==> src/design/pcw_mem_pkg.sv <==
// ------------------------------
// PCW memory paging package
// Address, bank and request types,
// I/O port numbers and the reset
// values of the paging registers
// ------------------------------

package pcw_mem_pkg;

    typedef logic [15:0] cpu_addr_t;     // Z80 address
    typedef logic [20:0] phys_addr_t;    // 2 MB RAM address
    typedef logic [7:0]  bank_reg_t;     // Bit 7 = PCW mode
    typedef logic [1:0]  seg_t;          // 16K segment from addr 15:14
    typedef logic [7:0]  io_port_t;      // Low byte of I/O address

    // Installed RAM size limits the PCW bank bits
    typedef enum logic [1:0] {
        mem_256k = 2'd0,
        mem_512k = 2'd1,
        mem_1m   = 2'd2,
        mem_2m   = 2'd3
    } mem_size_e;

    typedef struct packed {
        io_port_t    port;
        logic [7:0]  data;
    } io_wr_t;

    typedef struct packed {
        cpu_addr_t   addr;
        logic        write;   // High for memory write
    } mem_req_t;

    typedef struct packed {
        phys_addr_t  addr;
        logic        write;
    } map_result_t;

    localparam io_port_t PORT_BANK0 = 8'hf0;   // 0000-3fff
    localparam io_port_t PORT_BANK1 = 8'hf1;   // 4000-7fff
    localparam io_port_t PORT_BANK2 = 8'hf2;   // 8000-bfff
    localparam io_port_t PORT_BANK3 = 8'hf3;   // c000-ffff
    localparam io_port_t PORT_LOCK  = 8'hf4;   // CPC read lock

    localparam bank_reg_t BANK0_RESET = 8'h80;
    localparam bank_reg_t BANK1_RESET = 8'h81;
    localparam bank_reg_t BANK2_RESET = 8'h82;
    localparam bank_reg_t BANK3_RESET = 8'h83;
    localparam bank_reg_t LOCK_RESET  = 8'hf1;

    localparam int PAGE_BITS     = 14;   // Offset within a 16K page
    localparam int LOCK_BIT_BASE = 4;    // F4 bit for segment 0

endpackage

==> src/design/bank_registers.sv <==
// ------------------------------
// Bank registers
// Decodes CPU I/O writes and holds
// the F0-F3 page registers and the
// F4 CPC read lock register
// ------------------------------

`timescale 1ns/1ps

module bank_registers
    import pcw_mem_pkg::*;
(
    input  logic                  clk_sys,
    input  logic                  reset,
    input  logic                  io_wr_valid,   // One-cycle write strobe
    input  io_wr_t                io_wr,
    output bank_reg_t [3:0]       banks,         // Index = segment
    output bank_reg_t             lock
);

    // Port match per register
    logic hit_bank0;
    logic hit_bank1;
    logic hit_bank2;
    logic hit_bank3;
    logic hit_lock;

    assign hit_bank0 = io_wr_valid && (io_wr.port == PORT_BANK0);
    assign hit_bank1 = io_wr_valid && (io_wr.port == PORT_BANK1);
    assign hit_bank2 = io_wr_valid && (io_wr.port == PORT_BANK2);
    assign hit_bank3 = io_wr_valid && (io_wr.port == PORT_BANK3);
    assign hit_lock  = io_wr_valid && (io_wr.port == PORT_LOCK);

    // Any other port falls through untouched
    always_ff @(posedge clk_sys) begin
        if (reset) begin
            banks[0] <= BANK0_RESET;    // All segments start in PCW mode
            banks[1] <= BANK1_RESET;
            banks[2] <= BANK2_RESET;
            banks[3] <= BANK3_RESET;
            lock     <= LOCK_RESET;
        end else begin
            if (hit_bank0) begin
                banks[0] <= io_wr.data;
            end
            if (hit_bank1) begin
                banks[1] <= io_wr.data;
            end
            if (hit_bank2) begin
                banks[2] <= io_wr.data;
            end
            if (hit_bank3) begin
                banks[3] <= io_wr.data;
            end

            // Lock bits 7:4 follow segments 3..0
            if (hit_lock) begin
                lock <= io_wr.data;
            end
        end
    end

endmodule

==> src/design/pcw_bank_map.sv <==
// ------------------------------
// PCW bank map
// Translates a CPU address with the
// 7-bit PCW bank, masked to the
// installed memory size
// ------------------------------

`timescale 1ns/1ps

module pcw_bank_map
    import pcw_mem_pkg::*;
(
    input  mem_req_t              req,
    input  bank_reg_t [3:0]       banks,
    input  mem_size_e             mem_size,
    output map_result_t           pcw_result
);

    seg_t        seg;
    bank_reg_t   bank_sel;
    logic [6:0]  bank_masked;   // 16K page number in RAM

    assign seg      = req.addr[15:14];
    assign bank_sel = banks[seg];

    // Upper bank bits do not exist on smaller machines
    always_comb begin
        case (mem_size)
            mem_256k: begin
                bank_masked = {3'b000, bank_sel[3:0]};   // 16 pages
            end
            mem_512k: begin
                bank_masked = {2'b00, bank_sel[4:0]};    // 32 pages
            end
            mem_1m: begin
                bank_masked = {1'b0, bank_sel[5:0]};     // 64 pages
            end
            mem_2m: begin
                bank_masked = bank_sel[6:0];             // Full 128 pages
            end
            default: begin
                bank_masked = bank_sel[6:0];
            end
        endcase
    end

    // Page number above the 14-bit offset
    always_comb begin
        pcw_result.addr  = {bank_masked, req.addr[PAGE_BITS-1:0]};
        pcw_result.write = req.write;
    end

endmodule

==> src/design/cpc_bank_map.sv <==
// ------------------------------
// CPC bank map
// Translates a CPU address with a
// 3-bit CPC bank, split read/write
// fields picked through F4 lock bits
// ------------------------------

`timescale 1ns/1ps

module cpc_bank_map
    import pcw_mem_pkg::*;
(
    input  mem_req_t              req,
    input  bank_reg_t [3:0]       banks,
    input  bank_reg_t             lock,
    output map_result_t           cpc_result
);

    seg_t        seg;
    bank_reg_t   bank_sel;
    logic        read_locked;   // Reads follow the write bank
    logic [2:0]  write_bank;
    logic [2:0]  read_bank;
    logic [2:0]  cpc_bank;

    assign seg      = req.addr[15:14];
    assign bank_sel = banks[seg];

    // F4 bit 4 locks segment 0, bit 7 segment 3
    assign read_locked = lock[LOCK_BIT_BASE + seg];

    assign write_bank = bank_sel[2:0];
    assign read_bank  = bank_sel[6:4];

    always_comb begin
        if (req.write) begin
            cpc_bank = write_bank;          // Writes always low field
        end else if (read_locked) begin
            cpc_bank = write_bank;          // Locked read uses the write page
        end else begin
            cpc_bank = read_bank;           // Separate read page
        end
    end

    // Only the bottom 128K is reachable in CPC mode
    always_comb begin
        cpc_result.addr  = {4'b0000, cpc_bank, req.addr[PAGE_BITS-1:0]};
        cpc_result.write = req.write;
    end

endmodule

==> src/design/phys_addr_stage.sv <==
// ------------------------------
// Physical address stage
// Picks PCW or CPC result per segment
// and queues it in a two-entry FIFO
// with valid/ready on both sides
// ------------------------------

`timescale 1ns/1ps

module phys_addr_stage
    import pcw_mem_pkg::*;
(
    input  logic                  clk_sys,
    input  logic                  reset,
    input  logic                  req_valid,
    output logic                  req_ready,
    input  mem_req_t              req,
    input  bank_reg_t [3:0]       banks,
    input  map_result_t           pcw_result,
    input  map_result_t           cpc_result,
    output logic                  out_valid,
    input  logic                  out_ready,
    output map_result_t           out
);

    seg_t          seg;
    logic          pcw_mode;     // Bit 7 of the segment register
    map_result_t   chosen;

    map_result_t   fifo_mem [2];   // Queued results
    logic          wr_ptr;
    logic          rd_ptr;
    logic [1:0]    count;          // 0, 1 or 2 entries
    logic          push;
    logic          pop;
    logic          full;

    assign seg      = req.addr[15:14];
    assign pcw_mode = banks[seg][7];
    assign chosen   = pcw_mode ? pcw_result : cpc_result;

    assign full = (count == 2'd2);

    // Full queue still takes a request when the head leaves this cycle
    assign req_ready = !full || out_ready;
    assign out_valid = (count != 2'd0);
    assign out       = fifo_mem[rd_ptr];

    assign push = req_valid && req_ready;
    assign pop  = out_valid && out_ready;

    // Slot freed by a same-cycle pop is safe to reuse
    always_ff @(posedge clk_sys) begin
        if (push) begin
            fifo_mem[wr_ptr] <= chosen;
        end
    end

    always_ff @(posedge clk_sys) begin
        if (reset) begin
            wr_ptr <= 1'b0;
            rd_ptr <= 1'b0;
            count  <= 2'd0;
        end else begin
            if (push) begin
                wr_ptr <= ~wr_ptr;
            end
            if (pop) begin
                rd_ptr <= ~rd_ptr;
            end

            // Occupancy follows push/pop pair
            case ({push, pop})
                2'b10: begin
                    count <= count + 2'd1;
                end
                2'b01: begin
                    count <= count - 2'd1;
                end
                default: begin
                    count <= count;       // Idle or push and pop together
                end
            endcase
        end
    end

endmodule

==> src/design/pcw_memory_mapper.sv <==
// ------------------------------
// PCW memory mapper
// Top level of the paging unit, Z80
// address in, 21-bit RAM address out
// ------------------------------

`timescale 1ns/1ps

module pcw_memory_mapper
    import pcw_mem_pkg::*;
(
    input  logic                  clk_sys,
    input  logic                  reset,
    input  mem_size_e             mem_size,      // Run-time RAM size
    input  logic                  io_wr_valid,
    input  io_wr_t                io_wr,
    input  logic                  req_valid,
    output logic                  req_ready,
    input  mem_req_t              req,
    output logic                  out_valid,
    input  logic                  out_ready,
    output map_result_t           out
);

    bank_reg_t [3:0]   banks;         // F0-F3
    bank_reg_t         lock;          // F4
    map_result_t       pcw_result;
    map_result_t       cpc_result;

    // Paging registers written by CPU OUT cycles
    bank_registers bank_registers_i (
        .clk_sys     (clk_sys),
        .reset       (reset),
        .io_wr_valid (io_wr_valid),
        .io_wr       (io_wr),
        .banks       (banks),
        .lock        (lock)
    );

    // Both maps run side by side on the unregistered request
    pcw_bank_map pcw_bank_map_i (
        .req         (req),
        .banks       (banks),
        .mem_size    (mem_size),
        .pcw_result  (pcw_result)
    );

    cpc_bank_map cpc_bank_map_i (
        .req         (req),
        .banks       (banks),
        .lock        (lock),
        .cpc_result  (cpc_result)
    );

    // Mode select and output queue
    phys_addr_stage phys_addr_stage_i (
        .clk_sys     (clk_sys),
        .reset       (reset),
        .req_valid   (req_valid),
        .req_ready   (req_ready),
        .req         (req),
        .banks       (banks),
        .pcw_result  (pcw_result),
        .cpc_result  (cpc_result),
        .out_valid   (out_valid),
        .out_ready   (out_ready),
        .out         (out)
    );

endmodule

==> config.mk <==
export PLATFORM = sky130hd
export DESIGN_NAME = pcw_memory_mapper
export DESIGN_NICKNAME = d
export VERILOG_FILES = /design/src/design/pcw_mem_pkg.sv /design/src/design/bank_registers.sv /design/src/design/pcw_bank_map.sv /design/src/design/cpc_bank_map.sv /design/src/design/phys_addr_stage.sv /design/src/design/pcw_memory_mapper.sv
export SDC_FILE = /design/constraint.sdc
export NUM_CORES = 1
export LEC_CHECK = 0
export BUFFER_PORTS_ARGS = -buffer_cell sky130_fd_sc_hd__buf_2
export CAP_MARGIN = 20
export CORE_MARGIN = 8
export CORE_UTILIZATION = 55
export DETAILED_ROUTE_END_ITERATION = 8
export PLACE_DENSITY = 0.8
export SLEW_MARGIN = 20
export SYNTH_ARGS = -nofsm -noshare
export SYNTH_HDL_FRONTEND = slang
export SYNTH_SLANG_ARGS = --single-unit
==> constraint.sdc <==
create_clock -name clk_sys -period 2.2 [get_ports clk_sys]
set_input_delay 0.44 -clock clk_sys [delete_from_list [all_inputs] [get_ports clk_sys]]
set_output_delay 0.44 -clock clk_sys [all_outputs]
set_load 0.02 [all_outputs]
==> impl_metrics.json <==
{
  "synth_edf_count": 44,
  "clock-sinks": 85,
  "synth_xor_area_share_pct": 0.998,
  "die-area_sq_um": 9190,
  "drt_iter0_drc": 119,
  "synth_compound_area_share_pct": 3.10,
  "yosysTopAreaCell": "edfxtp_1",
  "syn-num-nets": 297,
  "syn_avg_cell_area_sq_um": 13.7,
  "drc": 0,
  "grt_first_pass_wirelength_mm": 10.7,
  "ys.flop_type": "edfxtp_1",
  "rsz0062_at_grt": "false",
  "synthArstFlopShare_pct": 0,
  "finalInstanceArea_sq_um": 4240,
  "crit_type": "reg2out",
  "synth_area_leaders": "edfxtp_1, dfxtp_1, mux2_2, mux2i_1, mux4_2",
  "synth_top_area_share_pct": 37.6,
  "powerDensity_nw_per_um2": 977,
  "area_growth_pct": 20.7,
  "p_leak_nw": 1.60,
  "cts_buffer_depth": 2,
  "root_buffer": "clkbuf_8",
  "synth_cell_types": 34,
  "hold_class": "in2reg",
  "worst_hold_slack_ps": 273,
  "synth_warnings": 0,
  "antenna_cells": 0,
  "antenna_found_initial": 0,
  "fin_crit_sh_pct": 88.4,
  "num_rows": 29,
  "tightestPinTransition_ps": 298,
  "globalplace.congestion": 0.750,
  "cts_made_buffers": 9,
  "preCtsSetupSlack_ps": 218,
  "coreArea_sq_um": 6280,
  "worst_slack_ps": 255,
  "die_h_um": 95.9,
  "postCtsSetupBuffers": 0,
  "grt_pass1_vias": 2231,
  "p_total_mw": 4.14,
  "cts_tree": "done",
  "grt_use_total_pct": 15.3,
  "placed_area_sq_um": 3970,
  "drtPass1Iterations": 4,
  "postSynthCellCount": 256,
  "syn_area_sq_um": 3510,
  "cp_max_fo": 22,
  "final_common_cell": "buf_2",
  "h-tree-depth": 3,
  "layout_common_cells": "buf_2, edfxtp_1, dfxtp_1",
  "ctsHoldBuffers": 0,
  "final_util_pct": 67.5,
  "required_ps": 1760,
  "ios": 64,
  "tns_ps": 0,
  "outcome": "complete, no violations",
  "wl_per_cell_um": 16.3,
  "clk_pin_slew_ps": 80,
  "wirelength_mm": 6.68,
  "muxShareOfSynthArea_pct": 20.3,
  "synth_top_family_by_area": "multiplexers",
  "instances_no_fill": 410,
  "clk_latency_ps": 350,
  "setup_violations": 0,
  "worst_setup_path_start_kind": "register",
  "grt_start_max_net_pins": 51,
  "dp.cells": 394,
  "critPathCaptureType": "output pin",
  "layout-drive-gt1-share_pct": 39.6,
  "max_slew_margin_pct": 80.2,
  "drv_cap": 0,
  "cts_resized": 0,
  "synth-simple-area-share_pct": 11.6,
  "final_nets": 369,
  "postRouteAntennaNets": 0,
  "synth_fa_ha_area_share_pct": 0.357,
  "num_vias": 2209,
  "fmax_mhz": 514,
  "ys_seq_area_share_pct": 61.0,
  "drv_slew": 0,
  "start_util_pct": 55.9,
  "hold_violations": 0,
  "die_w_um": 95.9,
  "cp_data_arrival_time_ps": 1510,
  "overflow": 0,
  "skew_ps": 10.3,
  "via_per_inst": 5.39,
  "period_needed_ps": 1950,
  "io_buffer_count": 63,
  "vdd_drop_max_mv": 0.545,
  "yosys_register_bits": 85,
  "dp_hpwl_mm": 4.74
}
-- report_power, final --
group	leakage [nW]	switching, mW	internal [mW]
combinational	0.719	0.490	0.362
sequential	0.748	0.0409	1.80
clock	0.134	0.565	0.876
-- path summary, 6_finish.rpt --
| kind | cells after the start | startpoint | endpoint | slack, ps |
|---|---|---|---|---|
| max | 3 | register | out[11] | 250 |
| min | 1 | req[13] | phys_addr_stage_i.fifo_mem[0][13]$_DFFE_PP_ | 270 |
| max reg2reg | 5 | phys_addr_stage_i.count[0]$_SDFFE_PP0P_ | phys_addr_stage_i.count[1]$_SDFFE_PP0P_ | 390 |
| min reg2reg | 2 | bank_registers_i.banks[18]$_SDFFE_PP0P_ | bank_registers_i.banks[18]$_SDFFE_PP0P_ | 480 |
-- cells by family (layout without fill, tap and decap cells) --
group                      count (synthesis)  after routing
xor gates and xnor gates                   4              4
muxes                                     58             58
and+or+nand+nor                           72             72
AOI/OAI and AO/OA                         17             17
DFF                                       85             85
buffers and inverters                     19             96
adders and majority gates                  1              1
-- Yosys cell counts, types with 2 or more instances --
| cell type | number |
|---|---|
| mux2i_1 | 25 |
| dfxtp_1 | 41 |
| or3_1 | 2 |
| nand2b_1 | 16 |
| edfxtp_1 | 44 |
| nand2_1 | 4 |
| mux4_2 | 8 |
| o21ai_0 | 2 |
| clkbuf_1 | 5 |
| inv_1 | 6 |
| nor2_1 | 27 |
| a21oi_1 | 9 |
| buf_2 | 4 |
| buf_6 | 2 |
| nor3_1 | 9 |
| mux2_2 | 25 |
| buf_1 | 2 |
| nand3b_1 | 3 |
| and2_1 | 2 |
| xnor2_1 | 3 |
| a211o_1 | 4 |
-- worst max-delay path: stages (launching register included) --
cell and delay [ps]:
dfxtp_1 310, buf_4 280, mux2_2 390, buf_2 160
-- state kept, by name (all words and copies together), names as in the netlist, named ones only --
name	cells
bank_registers_i.lock	4
phys_addr_stage_i.rd_ptr	1
phys_addr_stage_i.count	2
phys_addr_stage_i.fifo_mem	44
bank_registers_i.banks	32
phys_addr_stage_i.wr_ptr	1
-- metal layers --
layer / track usage, % / part of all wire [%]
met5: 0 / 0
met4: 8.58 / 2.2
met3: 3.43 / 7.2
met2: 24.3 / 47
met1: 18.8 / 43
-- final cells by class --
| class | count | area, sq um |
|---|---|---|
| multi-input combinational | 152 | 1290 |
| timing repair buffer | 74 | 410 |
| clock inverter | 7 | 146 |
| clock buffer | 9 | 124 |
| fill | 441 | 2040 |
| tap | 77 | 96.3 |
| inverter | 6 | 22.5 |
| sequential | 85 | 2140 |
No activity file was read; power rests on OpenSTA's default activity.
